===== src/hw/core_settings.svh =====
/*
 * shared constants for the settings, pad and video blocks
 * bridge offsets, analogizer word layout, reset and sync timing
 */
`ifndef CORE_SETTINGS_SVH
`define CORE_SETTINGS_SVH

// core reset countdown length, kept short for simulation
`define CORE_RESET_CYCLES 32'd16

// bridge register offsets, low 12 address bits
`define OFS_RESET         12'h050
`define OFS_HIDE_OVERSCAN 12'h200
`define OFS_SQUARE_PIXELS 12'h210
`define OFS_REGION        12'h330

// analogizer config page, compared with address bits 31:24
`define ANALOGIZER_PAGE 8'hF7

// analogizer word fields
`define SNAC_TYPE_LSB    0
`define SNAC_ASSIGN_LSB  8
`define POCKET_BLANK_BIT 16

// hs pulse delay after the core's hs rise
`define HS_DELAY_CYCLES 3'd7

// flag positions in the end-of-line slot word
`define SLOT_HIDE_BIT   14
`define SLOT_SQUARE_BIT 13

`endif


===== src/hw/core_cfg_pkg.sv =====
/*
 * bridge bus, region, pixel and reset countdown types
 */
package core_cfg_pkg;

  //////////////////////////////
  // bridge bus

  // address, page in [31:24], register offset in [11:0]
  typedef logic [31:0] bridge_addr_t;

  // one bridge data word, read or write
  typedef logic [31:0] bridge_data_t;

  //////////////////////////////
  // console settings

  // region code
  // 0 ntsc, 1 pal, 2 dendy
  typedef logic [1:0] region_t;

  // overscan hiding only applies to ntsc
  localparam region_t REGION_NTSC = 2'd0;

  // length of the host requested core reset
  typedef logic [31:0] reset_count_t;

  //////////////////////////////
  // video

  // pixel word
  //   [23:16] red
  //   [15:8]  green
  //   [7:0]   blue
  typedef logic [23:0] rgb_t;

endpackage


===== src/hw/pad_pkg.sv =====
/*
 * controller key and stick types, snac type and route codes
 */
package pad_pkg;

  // key bitmap, pocket layout
  //   [3:0]  dpad up, down, left, right
  //   [7:4]  face a, b, x, y
  //   [13:8] l1, r1, l2, r2, l3, r3
  //   [15:14] select, start
  typedef logic [15:0] pad_keys_t;

  // stick word, unsigned, 0x80 centered
  //   [7:0] lx, [15:8] ly, [23:16] rx, [31:24] ry
  typedef logic [31:0] pad_joy_t;

  localparam pad_joy_t JOY_NEUTRAL = 32'h8080_8080;

  // snac controller type
  typedef logic [4:0] snac_type_t;

  localparam snac_type_t SNAC_TYPE_OFF      = 5'h00;
  localparam snac_type_t SNAC_TYPE_ANALOG_A = 5'h12;
  localparam snac_type_t SNAC_TYPE_ANALOG_B = 5'h13;

  // snac to pocket player route
  typedef logic [2:0] snac_assign_t;

  localparam snac_assign_t SNAC_TO_P1      = 3'd0;
  localparam snac_assign_t SNAC_TO_P2      = 3'd1;
  localparam snac_assign_t SNAC_TO_P1_P2   = 3'd2;
  localparam snac_assign_t SNAC_SWAP_P1_P2 = 3'd3;
  localparam snac_assign_t SNAC_TO_P3_P4   = 3'd4;
  localparam snac_assign_t SNAC_TO_ALL     = 3'd5;

endpackage


===== src/hw/core_settings_if.sv =====
/*
 * live core settings, from the bridge registers
 * to the pad router and the video shaper
 */
`timescale 1ns/100ps

interface core_settings_if
  import core_cfg_pkg::*;
  import pad_pkg::*;
();

  // console and video settings
  region_t      region;
  logic         hide_overscan;
  logic         square_pixels;
  logic         pocket_blank;

  // analogizer controller settings
  snac_type_t   snac_type;
  snac_assign_t snac_assign;

  modport regs (
    output region,
    output hide_overscan,
    output square_pixels,
    output pocket_blank,
    output snac_type,
    output snac_assign
  );

  modport pad (
    input snac_type,
    input snac_assign
  );

  modport video (
    input region,
    input hide_overscan,
    input square_pixels,
    input pocket_blank
  );

endinterface


===== src/hw/host_settings_regs.sv =====
/*
 * bridge settings registers and analogizer config word
 * core reset countdown and region change pulse
 */
`timescale 1ns/100ps
`include "core_settings.svh"

module host_settings_regs
  import core_cfg_pkg::*;
  import pad_pkg::*;
(
  input  logic          clk_ppu_21_47,
  input  logic          pll_core_locked,
  input  bridge_addr_t  bridge_addr,
  input  logic          bridge_wr,
  input  bridge_data_t  bridge_wr_data,
  output bridge_data_t  bridge_rd_data,
  output logic          core_reset,
  core_settings_if.regs settings
);

  bridge_data_t analogizer_word;
  region_t      region;
  region_t      region_prev;
  logic         hide_overscan;
  logic         square_pixels;
  logic         region_pulse;
  reset_count_t reset_count;
  logic         analogizer_sel;

  assign analogizer_sel = (bridge_addr[31:24] == `ANALOGIZER_PAGE);

  //////////////////////////////
  // bridge write decode

  always_ff @(posedge clk_ppu_21_47 or negedge pll_core_locked) begin
    if (!pll_core_locked) begin
      analogizer_word <= '0;
      region          <= '0;
      hide_overscan   <= 1'b0;
      square_pixels   <= 1'b0;
      reset_count     <= '0;
    end else begin
      if (reset_count != '0) begin
        reset_count <= reset_count - reset_count_t'(1);
      end

      if (bridge_wr && analogizer_sel) begin
        analogizer_word <= bridge_wr_data;
      end else if (bridge_wr) begin
        // a new reset request restarts the countdown
        case (bridge_addr[11:0])
          `OFS_RESET:         reset_count   <= `CORE_RESET_CYCLES;
          `OFS_HIDE_OVERSCAN: hide_overscan <= bridge_wr_data[0];
          `OFS_SQUARE_PIXELS: square_pixels <= bridge_wr_data[0];
          `OFS_REGION:        region        <= bridge_wr_data[$bits(region_t)-1:0];
          default: ;
        endcase
      end
    end
  end

  //////////////////////////////
  // core reset

  // one cycle pulse after the region register changes
  always_ff @(posedge clk_ppu_21_47 or negedge pll_core_locked) begin
    if (!pll_core_locked) begin
      region_prev  <= '0;
      region_pulse <= 1'b0;
    end else begin
      region_prev  <= region;
      region_pulse <= (region != region_prev);
    end
  end

  assign core_reset = region_pulse || (reset_count != '0);

  //////////////////////////////
  // settings out and read back

  assign settings.region        = region;
  assign settings.hide_overscan = hide_overscan;
  assign settings.square_pixels = square_pixels;
  assign settings.snac_type     = analogizer_word[`SNAC_TYPE_LSB +: $bits(snac_type_t)];
  assign settings.snac_assign   = analogizer_word[`SNAC_ASSIGN_LSB +: $bits(snac_assign_t)];
  assign settings.pocket_blank  = analogizer_word[`POCKET_BLANK_BIT];

  // only the analogizer page reads back
  assign bridge_rd_data = analogizer_sel ? analogizer_word : '0;

endmodule


===== src/hw/snac_pad_router.sv =====
/*
 * per player choice of pocket or snac pad data
 * stick forced neutral for digital snac pads
 */
`timescale 1ns/100ps

module snac_pad_router
  import pad_pkg::*;
(
  input  logic         clk_ppu_21_47,
  input  logic         pll_core_locked,
  core_settings_if.pad settings,
  input  pad_keys_t    cont1_key,
  input  pad_keys_t    cont2_key,
  input  pad_keys_t    cont3_key,
  input  pad_keys_t    cont4_key,
  input  pad_joy_t     cont1_joy,
  input  pad_keys_t    snac_p1_btn,
  input  pad_keys_t    snac_p2_btn,
  input  pad_keys_t    snac_p3_btn,
  input  pad_keys_t    snac_p4_btn,
  input  pad_joy_t     snac_p1_joy,
  input  pad_joy_t     snac_p2_joy,
  output pad_keys_t    p1_controls,
  output pad_keys_t    p2_controls,
  output pad_keys_t    p3_controls,
  output pad_keys_t    p4_controls,
  output pad_joy_t     p1_joystick
);

  logic      snac_is_analog;
  pad_joy_t  snac1_stick;
  pad_joy_t  snac2_stick;
  pad_keys_t p1_next;
  pad_keys_t p2_next;
  pad_keys_t p3_next;
  pad_keys_t p4_next;
  pad_joy_t  p1_joy_next;

  assign snac_is_analog = (settings.snac_type == SNAC_TYPE_ANALOG_A) ||
                          (settings.snac_type == SNAC_TYPE_ANALOG_B);

  // digital pads have no stick
  assign snac1_stick = snac_is_analog ? snac_p1_joy : JOY_NEUTRAL;
  assign snac2_stick = snac_is_analog ? snac_p2_joy : JOY_NEUTRAL;

  always_comb begin
    p1_next     = cont1_key;
    p2_next     = cont2_key;
    p3_next     = cont3_key;
    p4_next     = cont4_key;
    p1_joy_next = cont1_joy;

    if (settings.snac_type != SNAC_TYPE_OFF) begin
      case (settings.snac_assign)
        SNAC_TO_P1: begin
          p1_next     = snac_p1_btn;
          p1_joy_next = snac1_stick;
        end
        SNAC_TO_P2: begin
          p2_next = snac_p1_btn;
        end
        SNAC_TO_P1_P2: begin
          p1_next     = snac_p1_btn;
          p2_next     = snac_p2_btn;
          p1_joy_next = snac1_stick;
        end
        SNAC_SWAP_P1_P2: begin
          p1_next     = snac_p2_btn;
          p2_next     = snac_p1_btn;
          p1_joy_next = snac2_stick;
        end
        // p1 keeps its pocket stick here
        SNAC_TO_P3_P4: begin
          p3_next = snac_p1_btn;
          p4_next = snac_p2_btn;
        end
        SNAC_TO_ALL: begin
          p1_next     = snac_p1_btn;
          p2_next     = snac_p2_btn;
          p3_next     = snac_p3_btn;
          p4_next     = snac_p4_btn;
          p1_joy_next = snac1_stick;
        end
        default: ;
      endcase
    end
  end

  always_ff @(posedge clk_ppu_21_47 or negedge pll_core_locked) begin
    if (!pll_core_locked) begin
      p1_controls <= '0;
      p2_controls <= '0;
      p3_controls <= '0;
      p4_controls <= '0;
      p1_joystick <= '0;
    end else begin
      p1_controls <= p1_next;
      p2_controls <= p2_next;
      p3_controls <= p3_next;
      p4_controls <= p4_next;
      p1_joystick <= p1_joy_next;
    end
  end

endmodule


===== src/hw/video_sync_shaper.sv =====
/*
 * registered de and rgb toward the scaler, slot word at end of line
 * delayed hs pulse and single cycle vs pulse
 */
`timescale 1ns/100ps
`include "core_settings.svh"

module video_sync_shaper
  import core_cfg_pkg::*;
(
  input  logic           clk_ppu_21_47,
  input  logic           pll_core_locked,
  core_settings_if.video settings,
  input  logic           nes_h_blank,
  input  logic           nes_v_blank,
  input  logic           nes_hs,
  input  logic           nes_vs,
  input  rgb_t           nes_rgb,
  output rgb_t           video_rgb,
  output logic           video_de,
  output logic           video_hs,
  output logic           video_vs
);

  logic       active;
  rgb_t       slot_word;
  logic       hs_prev;
  logic       vs_prev;
  logic [2:0] hs_count;

  assign active = !(nes_h_blank || nes_v_blank);

  // scaler slot word, sent once per line
  always_comb begin
    slot_word = '0;
    slot_word[`SLOT_HIDE_BIT]   = settings.hide_overscan && (settings.region == REGION_NTSC);
    slot_word[`SLOT_SQUARE_BIT] = settings.square_pixels;
  end

  //////////////////////////////
  // de and pixel data

  // video_de also serves as the previous de sample
  always_ff @(posedge clk_ppu_21_47 or negedge pll_core_locked) begin
    if (!pll_core_locked) begin
      video_de  <= 1'b0;
      video_rgb <= '0;
    end else begin
      video_de <= active;
      if (active) begin
        video_rgb <= settings.pocket_blank ? '0 : nes_rgb;
      end else if (video_de) begin
        video_rgb <= slot_word;
      end else begin
        video_rgb <= '0;
      end
    end
  end

  //////////////////////////////
  // sync pulses

  // hs pushed back so it never lands on the vs pulse
  always_ff @(posedge clk_ppu_21_47 or negedge pll_core_locked) begin
    if (!pll_core_locked) begin
      hs_prev  <= 1'b0;
      vs_prev  <= 1'b0;
      hs_count <= '0;
      video_hs <= 1'b0;
      video_vs <= 1'b0;
    end else begin
      hs_prev  <= nes_hs;
      vs_prev  <= nes_vs;
      video_vs <= nes_vs && !vs_prev;
      video_hs <= (hs_count == 3'd1);

      if (nes_hs && !hs_prev) begin
        hs_count <= `HS_DELAY_CYCLES;
      end else if (hs_count != '0) begin
        hs_count <= hs_count - 3'd1;
      end
    end
  end

endmodule


===== src/hw/core_top.sv =====
/*
 * core housekeeping top level
 * settings registers, snac pad router and video output shaper
 */
`timescale 1ns/100ps

module core_top
  import core_cfg_pkg::*;
  import pad_pkg::*;
(
  input  logic         clk_ppu_21_47,
  input  logic         pll_core_locked,

  // bridge
  input  bridge_addr_t bridge_addr,
  input  logic         bridge_wr,
  input  bridge_data_t bridge_wr_data,
  output bridge_data_t bridge_rd_data,
  output logic         core_reset,

  // pocket and snac pads
  input  pad_keys_t    cont1_key,
  input  pad_keys_t    cont2_key,
  input  pad_keys_t    cont3_key,
  input  pad_keys_t    cont4_key,
  input  pad_joy_t     cont1_joy,
  input  pad_keys_t    snac_p1_btn,
  input  pad_keys_t    snac_p2_btn,
  input  pad_keys_t    snac_p3_btn,
  input  pad_keys_t    snac_p4_btn,
  input  pad_joy_t     snac_p1_joy,
  input  pad_joy_t     snac_p2_joy,
  output pad_keys_t    p1_controls,
  output pad_keys_t    p2_controls,
  output pad_keys_t    p3_controls,
  output pad_keys_t    p4_controls,
  output pad_joy_t     p1_joystick,

  // video from the core and toward the scaler
  input  logic         nes_h_blank,
  input  logic         nes_v_blank,
  input  logic         nes_hs,
  input  logic         nes_vs,
  input  rgb_t         nes_rgb,
  output rgb_t         video_rgb,
  output logic         video_de,
  output logic         video_hs,
  output logic         video_vs
);

  core_settings_if settings_if ();

  host_settings_regs host_settings_regs_i (
    .*,
    .settings (settings_if.regs)
  );

  snac_pad_router snac_pad_router_i (
    .*,
    .settings (settings_if.pad)
  );

  video_sync_shaper video_sync_shaper_i (
    .*,
    .settings (settings_if.video)
  );

endmodule


===== config.mk =====
export PLATFORM = sky130hd
export DESIGN_NAME = core_top
export DESIGN_NICKNAME = d
export VERILOG_FILES = /design/src/hw/core_cfg_pkg.sv /design/src/hw/pad_pkg.sv /design/src/hw/core_settings_if.sv /design/src/hw/host_settings_regs.sv /design/src/hw/snac_pad_router.sv /design/src/hw/video_sync_shaper.sv /design/src/hw/core_top.sv
export VERILOG_INCLUDE_DIRS = /design/src /design/src/hw
export SDC_FILE = /design/constraint.sdc
export NUM_CORES = 1
export LEC_CHECK = 0
export BUFFER_PORTS_ARGS = -buffer_cell sky130_fd_sc_hd__clkbuf_2
export CORE_AREA = 8 8 179 181
export DETAILED_ROUTE_END_ITERATION = 8
export DIE_AREA = 0 0 187 189
export PLACE_DENSITY = 0.57
export SLEW_MARGIN = 0
export SYNTH_ARGS = -nofsm -noshare
export SYNTH_HDL_FRONTEND = slang
export SYNTH_SLANG_ARGS = --single-unit
export TNS_END_PERCENT = 10

===== constraint.sdc =====
create_clock -name clk_ppu_21_47 -period 2.5 [get_ports clk_ppu_21_47]
set_input_delay 0.25 -clock clk_ppu_21_47 [delete_from_list [all_inputs] [get_ports clk_ppu_21_47]]
set_output_delay 0.25 -clock clk_ppu_21_47 [all_outputs]
set_load 0.005 [all_outputs]

==> reports/results.tsv <==
metric	value	unit
syn_to_final_growth	42.2	%
syn_area_per_cell	10.6	um^2
hold_end	snac_pad_router_i.p2_controls[1]	
p_leak	6.46	nW
drt_pass1_iterations	4	
async_flop_share	1.00	
hpwl	28.1	mm
stdcell_area	0.0127	mm^2
synth_cells	845	
reg2reg_to	host_settings_regs_i.reset_count[10]	
status	finished, violations left	
drv_slew	0	
p_sw_frac	0.300	
end_kind	primary output	
crit_buf_inv	1	
hp-start	cont2_key[1]	
vias	8384	
drtIter0Drc	456	
p_clk_frac	0.355	
setup_viol	1	
port_buffers	462	
critPathMaxStageDelay	590	ps
dieArea	0.0353	mm^2
synthFlopType	dfrtp_1	
synth_top_area_cell	dfrtp_1	
critPathLaunch	host_settings_regs_i.reset_count[15]	
via_per_inst	4.84	
period_share	1.02	
finalClockSkew	17.8	ps
rr_worst_depth	6	
final_nets	1652	
place.gp.congestion	0.869	
synth_edf_count	0	
synth_seq_cells	199	
routed_wl	35.4	mm
htree_levels	4	
grt_pass1_vias	9068	
intPower	5.49	mW
hold_viol	0	
drcViolationCount	0	
io_pins	475	
core	0.0292	mm^2
grt_first_pass_wirelength	54.3	mm
wl_per_cell	20.5	um
fmax	392	MHz
path_delay_family	simple AND/OR/NAND/NOR gates	
crit_arrival	2300	ps
period_needed	2550	ps
placed_area	0.0120	mm^2
critPathSlowestCell	or4b_4	
seqPwrFrac	0.464	
clock_sinks	199	
numCtsBuffers	17	
p_per_area	616	mW/mm^2
yosysUniqueCellTypes	60	
cap_violations	0	
startpoint_type	register	
synth_top_area_frac	0.556	
netlist_area	0.00896	mm^2
grt_max_degree	65	
cts_tree	done	
fp-row-count	63	
hold_class	in -> reg	
yosys_warnings	0	
crit_type	reg -> out	
worstPathMaxFanout	3	
grt_use_total	0.196	
grt_overflow	0	
synth.most_common_cell	dfrtp_1	
power.net_switching	2.35	mW
synth_area_leaders	dfrtp_1, a22oi_1, mux2_2, o21ai_0, mux2i_1	
antenna_found_initial	7	
rsz0062_at_grt	true	
fin_util	0.436	
worst_slew_pin_slew	636	ps
clockBufferDepth	2	
start_util	0.306	
vdd_drop_max	0.000395	V
die_y	189	um
crit_required	2250	ps
synth.cells.most_frequent	dfrtp_1, nand2_1, o21ai_0, a22oi_1, nor2_1	
violations	negative setup slack	
worst_skew_pair.late_latency	430	ps
max-slew-margin-rel	0.575	
ff2ff_setup_slack	90	ps
path_cells	or4_4 -> or4b_4 -> nor3_4 -> nand2b_1 -> clkbuf_2	
synthesis.nets	1169	
ant_nets	0	
die_w	187	um
root_buffer	clkbuf_16	
clkTransAtPathRegs	90	ps
reg2reg_from	host_settings_regs_i.reset_count[4]	
seq_area_frac_synth	0.556	
setup_ws	-48.5	ps
drive_gt1_frac	0.456	
comb_power_share	0.181	
holdPathStages	3	
kinds of logic (layout without fill, tap and decap cells):
logic type	after synthesis	in the layout	synth area share
xor gates and xnor gates	10	10	0.00978
other	0	2	0
adders and majority gates	5	5	0.00698
AOI/OAI and AO/OA	217	217	0.152
and+or+nand+nor	276	276	0.161
buffers and inverters	68	563	0.0313
DFF	199	199	0.556
muxes	70	70	0.0833
worst reg2reg max path: stages, from the launching register on:
cell      delay [ps]
dfrtp_1          430
or4_1            610
nor2_1           220
o211ai_2         120
buf_4            170
or4b_2           630
a21oi_1          160
power groups by stage:
stage	combinational, mW	clock (mW)	sequential, mW
3_3_place_gp	1.39	0	3.70
2_1_floorplan	0.543	0	3.70
5_1_grt	1.59	3.01	3.68
6_report	1.42	2.79	3.64
4_1_cts	1.43	2.87	3.64
3_5_place_dp	1.41	0	3.70
final cells by class:
class	instances	area (um^2)
fillers	2914	16500
flip-flops and latches	199	4980
multi-input cells	578	3740
repair buffers	527	2920
well taps	390	488
clock buffers	17	425
clock inverters	14	158
inverters	5	18.8
diodes	2	5.00
layout by cell type, fill, tap and decap left out, types with 9 or more instances in the layout:
master / synthesis / routed
nor2_1: 53 / 53
dlygate4sd3_1: 0 / 11
or4_1: 12 / 9
o21ai_0: 76 / 76
and3_1: 33 / 33
and2_1: 25 / 24
or3_1: 11 / 11
buf_4: 1 / 47
a21oi_1: 46 / 46
a22oi_1: 60 / 60
clkbuf_2: 0 / 461
mux2_2: 36 / 36
nand2_1: 85 / 85
mux2i_1: 34 / 34
dfrtp_1: 199 / 198
clkbuf_16: 0 / 17
per-stage QoR:
step | setup WS [ps] | hold slack [ps] | power, mW | instances | setup TNS [ps]
finish | -48.5 | 18.1 | 7.84 | 1732 | -48.5
floorplan | 119 | -45.6 | 4.25 | 845 | 0
global placement | 177 | 291 | 5.09 | 1681 | 0
global route | -148 | 1.81 | 8.27 | 1732 | -188
CTS | -74.0 | 0.304 | 7.94 | 1726 | -74.0
detailed placement | 133 | 293 | 5.11 | 1681 | 0
state kept, by name, indices dropped and copies added (netlist names), 2 cells and up:
register                              count
host_settings_regs_i.settings.region      2
host_settings_regs_i.region_prev          2
snac_pad_router_i.p2_controls            16
snac_pad_router_i.p1_joystick            32
video_sync_shaper_i.hs_count              3
host_settings_regs_i.reset_count         32
snac_pad_router_i.p4_controls            16
video_sync_shaper_i.video_rgb            24
host_settings_regs_i.analogizer_word     32
snac_pad_router_i.p3_controls            16
snac_pad_router_i.p1_controls            16
routing by layer:
| layer | track usage | vias to the layer above | wire, um |
|---|---|---|---|
| met2 | 0.342 | 313 | 17900 |
| li1 | - | 3990 | - |
| met3 | 0.0719 | 29 | 2890 |
| met5 | 0 | - | 27 |
| met1 | 0.229 | 4048 | 14100 |
| met4 | 0.0425 | 4 | 481 |
repair_timing:
| action | in CTS | in global routing |
|---|---|---|
| endpoints found under the setup margin | 1 | 2 |
| hold buffers | 7 | 4 |
| buffers inserted | 7 | 0 |
| gates cloned | 0 | 0 |
| gates resized for setup | 3 | 0 |
| endpoints found under the hold margin | 65 | 4 |
| pin swaps | 3 | 0 |
how the worst max path moves through the flow:
stage,slack (ps),end,cells past startpoint
final,-50,core_reset,5
after global routing,-150,core_reset,5
after CTS,-70,core_reset,5
after detailed placement,130,host_settings_regs_i.reset_count[10],6
after global placement,180,host_settings_regs_i.reset_count[7],6
after floorplan,120,host_settings_regs_i.reset_count[7],8
No activity file was read; power rests on OpenSTA's default activity.
